--- src/logic/sched_defines.svh ---
// sched defines hold the channel count, priority width and wishbone register map of the scheduler
`ifndef SCHED_DEFINES_SVH
`define SCHED_DEFINES_SVH

// channel count, fixed for the 4-bit channel index
`define SCHED_CHN 16

// priority and urgency counter width, anything from 4 to 16 works
`define SCHED_PRI_W 8

// wishbone word addresses
// 0 to 15 hold one priority each
// 16 holds the enable mask
// 17 to 31 are unmapped and read zero
`define SCHED_REG_EN 16

`endif

--- src/logic/sched_bus_pkg.sv ---
// sched_bus_pkg collects the wishbone programming bus types of the scheduler

package sched_bus_pkg;

    // word address, 32 words of which 17 are mapped
    typedef logic [4:0] wb_adr_t;

    // data word, wide enough for the full enable mask
    typedef logic [15:0] wb_dat_t;

endpackage

--- src/logic/sched_chan_pkg.sv ---
// sched_chan_pkg collects the channel-side types of the memory access scheduler
`include "sched_defines.svh"

package sched_chan_pkg;

    // one bit per channel, used for requests, enables, accepts and confirms
    typedef logic [`SCHED_CHN-1:0] chn_mask_t;

    // channel number, 16 channels
    typedef logic [3:0] chn_idx_t;

    // programmed priority and aging urgency share one width
    typedef logic [`SCHED_PRI_W-1:0] prio_t;

    // grant machine, one grant per scheduling window
    typedef enum logic [1:0] {
        SEL_IDLE  = 2'd0,   // waiting for en_schedul and a candidate
        SEL_GRANT = 2'd1,   // grant pulse is out
        SEL_HOLD  = 2'd2    // window used up, wait for en_schedul low
    } sel_state_t;

endpackage

--- src/logic/mem_sched_top.sv ---
// mem_sched_top joins the wishbone priority registers, both request captures and the grant selector
`timescale 1ns/10ps
`include "sched_defines.svh"

module mem_sched_top (
    input  logic                      rst,         // clock
    input  logic                      clk,         // async reset, active high
    input  logic                      wb_cyc,
    input  logic                      wb_stb,
    input  logic                      wb_we,
    input  sched_bus_pkg::wb_adr_t    wb_adr,
    input  sched_bus_pkg::wb_dat_t    wb_dat_w,
    output sched_bus_pkg::wb_dat_t    wb_dat_r,
    output logic                      wb_ack,
    input  sched_chan_pkg::chn_mask_t want_rq,     // channel could use the memory
    input  sched_chan_pkg::chn_mask_t need_rq,     // channel must have it soon
    input  logic                      en_schedul,  // opens a scheduling window
    output logic                      grant,
    output sched_chan_pkg::chn_idx_t  grant_chn,
    output logic                      grant_need
);

    sched_chan_pkg::chn_mask_t          chn_en;      // from the register block
    logic [`SCHED_CHN*`SCHED_PRI_W-1:0] prio_table;  // flat priority table
    sched_chan_pkg::chn_mask_t          want_accept;
    sched_chan_pkg::chn_mask_t          want_conf;
    sched_chan_pkg::chn_mask_t          need_accept;
    sched_chan_pkg::chn_mask_t          need_conf;

    prio_regs_wb prio_regs_i (
        .rst        (rst),
        .clk        (clk),
        .wb_cyc     (wb_cyc),
        .wb_stb     (wb_stb),
        .wb_we      (wb_we),
        .wb_adr     (wb_adr),
        .wb_dat_w   (wb_dat_w),
        .wb_dat_r   (wb_dat_r),
        .wb_ack     (wb_ack),
        .chn_en     (chn_en),
        .prio_table (prio_table)
    );

    req_capture want_cap_i (
        .rst    (rst),
        .clk    (clk),
        .rq     (want_rq),
        .chn_en (chn_en),
        .accept (want_accept),
        .conf   (want_conf)
    );

    req_capture need_cap_i (
        .rst    (rst),
        .clk    (clk),
        .rq     (need_rq),
        .chn_en (chn_en),
        .accept (need_accept),
        .conf   (need_conf)
    );

    urgency_select select_i (
        .rst         (rst),
        .clk         (clk),
        .chn_en      (chn_en),
        .prio_table  (prio_table),
        .want_accept (want_accept),
        .want_conf   (want_conf),
        .need_accept (need_accept),
        .need_conf   (need_conf),
        .en_schedul  (en_schedul),
        .grant       (grant),
        .grant_chn   (grant_chn),
        .grant_need  (grant_need)
    );

endmodule

--- src/logic/prio_regs_wb.sv ---
// prio_regs_wb holds the channel priorities and the enable mask behind a wishbone classic slave
`timescale 1ns/10ps
`include "sched_defines.svh"

module prio_regs_wb (
    input  logic                               rst,        // clock
    input  logic                               clk,        // async reset, active high
    input  logic                               wb_cyc,
    input  logic                               wb_stb,
    input  logic                               wb_we,
    input  sched_bus_pkg::wb_adr_t             wb_adr,     // word address
    input  sched_bus_pkg::wb_dat_t             wb_dat_w,
    output sched_bus_pkg::wb_dat_t             wb_dat_r,   // valid while wb_ack is high
    output logic                               wb_ack,     // one cycle, then one idle cycle
    output sched_chan_pkg::chn_mask_t          chn_en,     // channel enable mask
    output logic [`SCHED_CHN*`SCHED_PRI_W-1:0] prio_table  // channel i at [i*w +: w]
);

    sched_chan_pkg::prio_t  prio_q [`SCHED_CHN];  // one priority per channel
    logic                   acc;                  // access taken on this edge
    logic                   adr_prio;             // address in the priority table
    logic                   adr_en;               // address of the enable mask
    sched_bus_pkg::wb_dat_t rd_mux;               // read data before the register

    // a strobe is only taken while ack is low, so accesses never ack back to back
    assign acc      = wb_cyc & wb_stb & ~wb_ack;
    assign adr_prio = wb_adr < sched_bus_pkg::wb_adr_t'(`SCHED_CHN);
    assign adr_en   = wb_adr == sched_bus_pkg::wb_adr_t'(`SCHED_REG_EN);

    always_ff @(posedge rst or posedge clk) begin
        if (clk) begin
            wb_ack <= 1'b0;
        end else begin
            wb_ack <= acc;                        // high on the edge after the strobe
        end
    end

    // writes land on the same edge that raises ack
    always_ff @(posedge rst or posedge clk) begin
        if (clk) begin
            for (int i = 0; i < `SCHED_CHN; i++) begin
                prio_q[i] <= '0;
            end
            chn_en <= '0;                         // all channels off after reset
        end else if (acc && wb_we) begin
            if (adr_prio) begin
                prio_q[wb_adr[3:0]] <= sched_chan_pkg::prio_t'(wb_dat_w); // low bits kept
            end
            if (adr_en) begin
                chn_en <= wb_dat_w;
            end
        end
    end

    always_comb begin
        rd_mux = '0;                              // unmapped words read zero
        if (adr_prio) begin
            rd_mux = sched_bus_pkg::wb_dat_t'(prio_q[wb_adr[3:0]]); // zero extended
        end else if (adr_en) begin
            rd_mux = chn_en;
        end
    end

    // read data follows the ack, so it is only loaded on a taken access
    always_ff @(posedge rst) begin
        if (acc) begin
            wb_dat_r <= rd_mux;
        end
    end

    // flat priority vector for the selector
    always_comb begin
        for (int i = 0; i < `SCHED_CHN; i++) begin
            prio_table[i*`SCHED_PRI_W +: `SCHED_PRI_W] = prio_q[i];
        end
    end

endmodule

--- src/logic/req_capture.sv ---
// req_capture takes one new request per cycle for a single request class and keeps them confirmed
`timescale 1ns/10ps

module req_capture (
    input  logic                      rst,     // clock
    input  logic                      clk,     // async reset, active high
    input  sched_chan_pkg::chn_mask_t rq,      // raw request levels of this class
    input  sched_chan_pkg::chn_mask_t chn_en,  // channel enable mask
    output sched_chan_pkg::chn_mask_t accept,  // one-hot, high in the cycle a request is taken
    output sched_chan_pkg::chn_mask_t conf     // confirmed requests
);

    sched_chan_pkg::chn_mask_t elig;           // raised, enabled, not yet confirmed
    sched_chan_pkg::chn_mask_t keep;           // confirmed bits that stay after this edge

    assign elig = rq & chn_en & ~conf;
    assign keep = conf & rq & chn_en;          // falls one edge after request or enable

    // lowest eligible index wins
    always_comb begin
        logic found;
        found  = 1'b0;
        accept = '0;
        for (int i = 0; i < $bits(elig); i++) begin
            if (elig[i] && !found) begin
                accept[i] = 1'b1;              // first hit scanning upward
                found     = 1'b1;
            end
        end
    end

    // an accepted bit shows up in conf on the next edge
    always_ff @(posedge rst or posedge clk) begin
        if (clk) begin
            conf <= '0;
        end else begin
            conf <= keep | accept;
        end
    end

endmodule

--- src/logic/urgency_select.sv ---
// urgency_select ages channel urgencies and grants the most urgent confirmed channel, need before want
`timescale 1ns/10ps
`include "sched_defines.svh"

module urgency_select (
    input  logic                               rst,          // clock
    input  logic                               clk,          // async reset, active high
    input  sched_chan_pkg::chn_mask_t          chn_en,       // channel enable mask
    input  logic [`SCHED_CHN*`SCHED_PRI_W-1:0] prio_table,   // channel i at [i*w +: w]
    input  sched_chan_pkg::chn_mask_t          want_accept,  // one-hot want acceptance
    input  sched_chan_pkg::chn_mask_t          want_conf,    // confirmed want requests
    input  sched_chan_pkg::chn_mask_t          need_accept,  // one-hot need acceptance
    input  sched_chan_pkg::chn_mask_t          need_conf,    // confirmed need requests
    input  logic                               en_schedul,   // scheduling window
    output logic                               grant,        // single-cycle grant pulse
    output sched_chan_pkg::chn_idx_t           grant_chn,    // held until the next grant
    output logic                               grant_need    // granted as needed, not wanted
);

    localparam int NODES = 2*`SCHED_CHN - 1;   // heap layout, leaf of channel i at CHN-1+i

    sched_chan_pkg::prio_t      urg [`SCHED_CHN];       // urgency counters
    sched_chan_pkg::chn_mask_t  load;                   // reload from priority this edge
    logic                       need_any;               // some enabled need is confirmed
    sched_chan_pkg::chn_mask_t  cand;                   // channels taking part in the search
    sched_chan_pkg::prio_t      node_val [NODES];       // best urgency below each node
    sched_chan_pkg::chn_idx_t   node_idx [NODES];       // channel holding it
    logic                       node_vld [NODES];       // any candidate below the node
    logic                       win_vld;
    sched_chan_pkg::chn_idx_t   win_idx;
    sched_chan_pkg::sel_state_t state;

    assign load     = want_accept | need_accept;        // either class restarts aging
    assign need_any = |(need_conf & chn_en);
    assign cand     = need_any ? need_conf : want_conf; // needed channels shut out wanted ones

    // load on acceptance, otherwise age up to all ones
    always_ff @(posedge rst or posedge clk) begin
        if (clk) begin
            for (int i = 0; i < `SCHED_CHN; i++) begin
                urg[i] <= '0;
            end
        end else begin
            for (int i = 0; i < `SCHED_CHN; i++) begin
                if (load[i]) begin
                    urg[i] <= prio_table[i*`SCHED_PRI_W +: `SCHED_PRI_W];
                end else if (~&urg[i]) begin
                    urg[i] <= urg[i] + sched_chan_pkg::prio_t'(1); // saturates, no wrap
                end
            end
        end
    end

    // maximum search tree, parents built bottom up from the leaves
    always_comb begin
        logic take_r;
        take_r = 1'b0;
        for (int i = 0; i < `SCHED_CHN; i++) begin
            node_val[`SCHED_CHN-1+i] = urg[i];
            node_idx[`SCHED_CHN-1+i] = sched_chan_pkg::chn_idx_t'(i);
            node_vld[`SCHED_CHN-1+i] = cand[i];
        end
        for (int k = `SCHED_CHN-2; k >= 0; k--) begin
            // right side only on strictly greater, ties keep the lower index on the left
            take_r = node_vld[2*k+2] &&
                     (!node_vld[2*k+1] || (node_val[2*k+2] > node_val[2*k+1]));
            node_val[k] = take_r ? node_val[2*k+2] : node_val[2*k+1];
            node_idx[k] = take_r ? node_idx[2*k+2] : node_idx[2*k+1];
            node_vld[k] = node_vld[2*k+1] | node_vld[2*k+2];
        end
    end

    assign win_vld = node_vld[0];                       // root of the tree
    assign win_idx = node_idx[0];

    // one grant per window, en_schedul low reopens it
    always_ff @(posedge rst or posedge clk) begin
        if (clk) begin
            state      <= sched_chan_pkg::SEL_IDLE;
            grant      <= 1'b0;
            grant_chn  <= '0;
            grant_need <= 1'b0;
        end else begin
            grant <= 1'b0;                              // pulse by default off
            case (state)
                sched_chan_pkg::SEL_IDLE: begin
                    if (en_schedul && win_vld) begin
                        grant      <= 1'b1;
                        grant_chn  <= win_idx;          // latched with the pulse
                        grant_need <= need_any;         // class of the winner
                        state      <= sched_chan_pkg::SEL_GRANT;
                    end
                end
                sched_chan_pkg::SEL_GRANT: begin
                    state <= sched_chan_pkg::SEL_HOLD;  // pulse lasts one cycle
                end
                sched_chan_pkg::SEL_HOLD: begin
                    if (!en_schedul) begin
                        state <= sched_chan_pkg::SEL_IDLE;
                    end
                end
                default: begin
                    state <= sched_chan_pkg::SEL_IDLE;
                end
            endcase
        end
    end

endmodule

--- config.mk ---
export PLATFORM = sky130hd
export DESIGN_NAME = mem_sched_top
export DESIGN_NICKNAME = d
export VERILOG_FILES = /design/src/logic/sched_bus_pkg.sv /design/src/logic/sched_chan_pkg.sv /design/src/logic/mem_sched_top.sv /design/src/logic/prio_regs_wb.sv /design/src/logic/req_capture.sv /design/src/logic/urgency_select.sv
export VERILOG_INCLUDE_DIRS = /design/src /design/src/logic
export SDC_FILE = /design/constraint.sdc
export NUM_CORES = 1
export LEC_CHECK = 0
export ABC_AREA = 1
export ABC_CLOCK_PERIOD_IN_PS = 6700
export BUFFER_PORTS_ARGS = -buffer_cell sky130_fd_sc_hd__buf_2
export CORE_MARGIN = 2
export CORE_UTILIZATION = 30
export DETAILED_ROUTE_END_ITERATION = 8
export PLACE_DENSITY = 0.42
export SLEW_MARGIN = 20
export SYNTH_ARGS = -nofsm -noshare
export SYNTH_HDL_FRONTEND = slang
export SYNTH_HIERARCHICAL = 1
export SYNTH_SLANG_ARGS = --single-unit
--- constraint.sdc ---
create_clock -name rst -period 6.7 [get_ports rst]
set_input_delay 0.67 -clock rst [delete_from_list [all_inputs] [get_ports rst]]
set_output_delay 0.67 -clock rst [all_outputs]
set_load 0.1 [all_outputs]
==> results.toml <==
[detailed_routing]
post-route-drc-count = 0
avgViaCountPerCell = 4.92
detail-route-antenna-nets = 0
num_vias = 20659
drtPass1Iterations = 5
routed_wirelength_um = 79800
drt-wirelength-per-cell_um = 19.0
initialDrtViolationCount = 1420

[floorplanning]
placement_rows = 97
die_area_sq_mm = 0.0733
die_height_um = 271
floorplan.initialDensity_pct = 30.4
die_w_um = 271
fp.coreArea_sq_mm = 0.0703
design.portCount = 82

[timing]
setup-violations-final = 0
slew_headroom_pct = 28.1
post-route-worst-setup-slack_ns = 0.312
final-hold-violation-count = 0
max_slew.worst_pin.slew_ns = 1.08
period_utilization_post_route_pct = 95.3
period_minus_slack_ns = 6.39
clock_skew_ns = 0.0288
whs_ns = 0.263
max_freq_ghz = 0.157
timing_max_transition_violations_final = 0

[synth]
yosys_warnings = 6
async_flop_share_pct = 95.1
adder_and_majority_gate_portion_of_the_synthesized_area_pct = 7.91
yosys.area.top_type_share_pct = 36.7
avgSynthCellArea_sq_um = 7.33
combinational_family_with_the_most_area_after_synthesis = "simple AND/OR/NAND/NOR gates"
synth_area_sq_mm = 0.0213
synthesis.nets = 3108
synth-seq-area-share_pct = 38.9
yosys_register_bits = 329
synth_compound_area_share_pct = 13.8
synth_enable_flop_cells = 16
top_cells_by_area_in_the_synthesized_netlist = "sky130_fd_sc_hd__dfrtp_1 37%, sky130_fd_sc_hd__nand2_1 18%, sky130_fd_sc_hd__ha_1 7.9%, sky130_fd_sc_hd__o21ai_0 6.6%, sky130_fd_sc_hd__inv_1 5.2%"
synth_top_cells_by_count = "1027 x sky130_fd_sc_hd__nand2_1, 313 x sky130_fd_sc_hd__dfrtp_1, 294 x sky130_fd_sc_hd__inv_1, 283 x sky130_fd_sc_hd__o21ai_0, 197 x sky130_fd_sc_hd__nor2_1"
yosys.area_share.simple_pct = 30.6
yosys-mux-area-fraction_pct = 0
synth-xor-area-share_pct = 1.19
most_used_flip_flop_cell_after_synthesis = "sky130_fd_sc_hd__dfrtp_1"
netlist_instances = 2914
synth.lib_cells_used.distinct = 55
synth_top_area_cell = "sky130_fd_sc_hd__dfrtp_1"
synth_most_common_cell = "sky130_fd_sc_hd__nand2_1"

[grt]
initial_antenna_violation_count = 1
grt_pass1_wl_um = 120000
grtUsageTotal_pct = 21.2
overflow_after_grt = 0
number_of_global_route_vias_before_repair = 20079
grt_start_max_net_pins = 91

[setup_path]
path_common_cell = "sky130_fd_sc_hd__nand2_1"
reg2reg_from = "need_cap_i/conf[1]"
r2r-end = "select_i/grant_chn[0]"
worst_setup_path_startpoint = "need_cap_i/conf[1]"
reg2regPathDepth = 48
critPathCapture = "select_i/grant_chn[0]"
timing.reg2reg.setup_slack_ns = 0.31
arrival_ns = 6.89
cp-start-kind = "register"
cp_data_required_time_ns = 7.20
critical-path-max-stage-delay_ns = 0.38
critical-path-slowest-cell = "sky130_fd_sc_hd__dfrtp_1"
worstPathMaxFanout = 12
endpoint_kind = "register"
worstSetupPathType = "reg -> reg"

[placed_design]
portBuffers = 81
place.detailed.instances = 4072
dpl_worst_slack_ns = -0.529
detailed_place_hpwl_um = 59300
gp_congestion = 0.893

[final_layout]
syn2layout_area_growth_pct = 26.0
instances_no_fill = 4203
antennaDiodeCount = 0
layout.nets = 3425
final_layout_size_suffix_gt1_share_pct = 19.9

[clock_tree]
cts.root.buffer_cell = "sky130_fd_sc_hd__clkbuf_16"
cts_tree = "done"
cts_inserted_buffers = 42
cts.sinks = 329
clockBufferDepth = 3
post_cts_hold_buffer_count = 0
cts-htree-levels = 2
worst_skew_pair_later_pin_latency_ns = 0.60
cts.reportedPaths.clkPinSlew_ns = 0.07

[hold_path]
worstHoldPathType = "in -> async"

[power]
cellPowerDensity_mw_per_mm2 = 417
vdd_drop_max_mv = 0.202
totalPowerFinal_w = 0.0112
leakage_nw = 13.4

[status]
run_status = "finished, final reports clean"

[run]
max_cap_violations = 0
## per-stage QoR
stage	utilization [%]	TNS [ns]	cell area, sq um
floorplan	-	0	21300
global placement	34.4	-1.04	24200
detailed placement	34.4	-1.52	24200
CTS	36.5	0	25700
global route	38.3	-0.0935	26900
finish	38.3	0	26900
## worst max-delay path: cells and delay by family (launching register included)
kind / cells / cell delay (ns)
flip-flops: 1 / 0.38
adder cells (fa/ha/maj): 3 / 0.81
buffers and inverters: 10 / 0.96
AND/OR/NAND/NOR: 16 / 1.42
AO/OA/AOI/OAI: 19 / 2.69
## where the power goes
part	total, W	switching [W]	internal (W)
Sequential	0.00283	0.000380	0.00245
Combinational	0.00607	0.00348	0.00259
Clock	0.00231	0.000937	0.00138
Total	0.0112	0.00480	0.00641
## worst min path at each step
stage,start,endpoint,slack [ns],cells past startpoint
after global routing,clk,want_cap_i/conf[2],0.31,2
after CTS,want_rq[9],want_cap_i/conf[9],0.28,3
final,clk,want_cap_i/conf[15],0.26,2
after global placement,select_i/state[1],select_i/state[1],0.45,1
after detailed placement,select_i/state[1],select_i/state[1],0.47,1
after floorplan,select_i/state[1],select_i/state[1],0.44,1
## timing repair
item                       in CTS  in global routing
setup buffers                   1                 42
setup endpoints to repair       4                  4
gates resized for setup        50                226
pin swaps                       2                 69
cloned                          2                 10
## area by class of cell
cell class / count / area (sq um)
clock buffers: 64 / 1220
clock inverters: 12 / 156
fillers: 7444 / 43400
inverters: 302 / 1160
multi-input cells: 2202 / 12200
flip-flops and latches: 329 / 8310
well taps: 940 / 1180
repair buffers: 353 / 2660
repair inverters: 1 / 7.51
## routing by layer
metal  GRT usage [%]  routed length, um  up-vias
li1                -                  -    10229
met1            28.9              36900     9884
met2            35.5              37700      439
met3            2.09               2890      105
met4            6.51               2270        2
met5               0                 13        -
## registers in the layout, indices dropped and copies added, names as in the netlist, 2 cells and up
register	count
prio_regs_i/prio_table	128
select_i/node_val	128
need_cap_i/conf	16
prio_regs_i/chn_en	16
prio_regs_i/wb_dat_r	16
want_cap_i/conf	16
select_i/grant_chn	4
select_i/state	2
## placed cells by master (no fill, tap or decap), drive strengths merged
cell type / Yosys / final
a211o: 1 / 1
a211oi: 3 / 3
a21boi: 2 / 2
a21oi: 101 / 101
a221oi: 5 / 5
a31oi: 21 / 21
and2: 1 / 1
and3: 1 / 1
buf: 41 / 348
bufinv: 0 / 3
clkbuf: 43 / 69
clkinv: 4 / 12
clkinvlp: 0 / 2
dfrtp: 313 / 313
edfxtp: 16 / 16
ha: 135 / 135
inv: 298 / 298
nand2: 1043 / 1046
nand3: 141 / 141
nand3b: 3 / 3
nand4: 49 / 49
nor2: 209 / 209
nor3: 40 / 40
nor4: 7 / 7
o2111ai: 3 / 3
o211ai: 22 / 22
o21a: 11 / 11
o21ai: 327 / 327
o21bai: 2 / 2
o221ai: 6 / 6
o22ai: 2 / 2
o311ai: 15 / 15
o31ai: 1 / 1
o41ai: 4 / 4
or2: 15 / 15
xnor2: 6 / 6
xor2: 23 / 23
## kinds of logic (layout without fill, tap and decap cells)
kind of cell | after synthesis | after routing
flip-flops | 329 | 329
buffers and inverters | 386 | 732
XOR/XNOR | 29 | 29
AO/OA/AOI/OAI | 526 | 526
adder cells (fa/ha/maj) | 135 | 135
AND/OR/NAND/NOR | 1509 | 1512
Note: power is estimated with default switching activity, not from simulation.
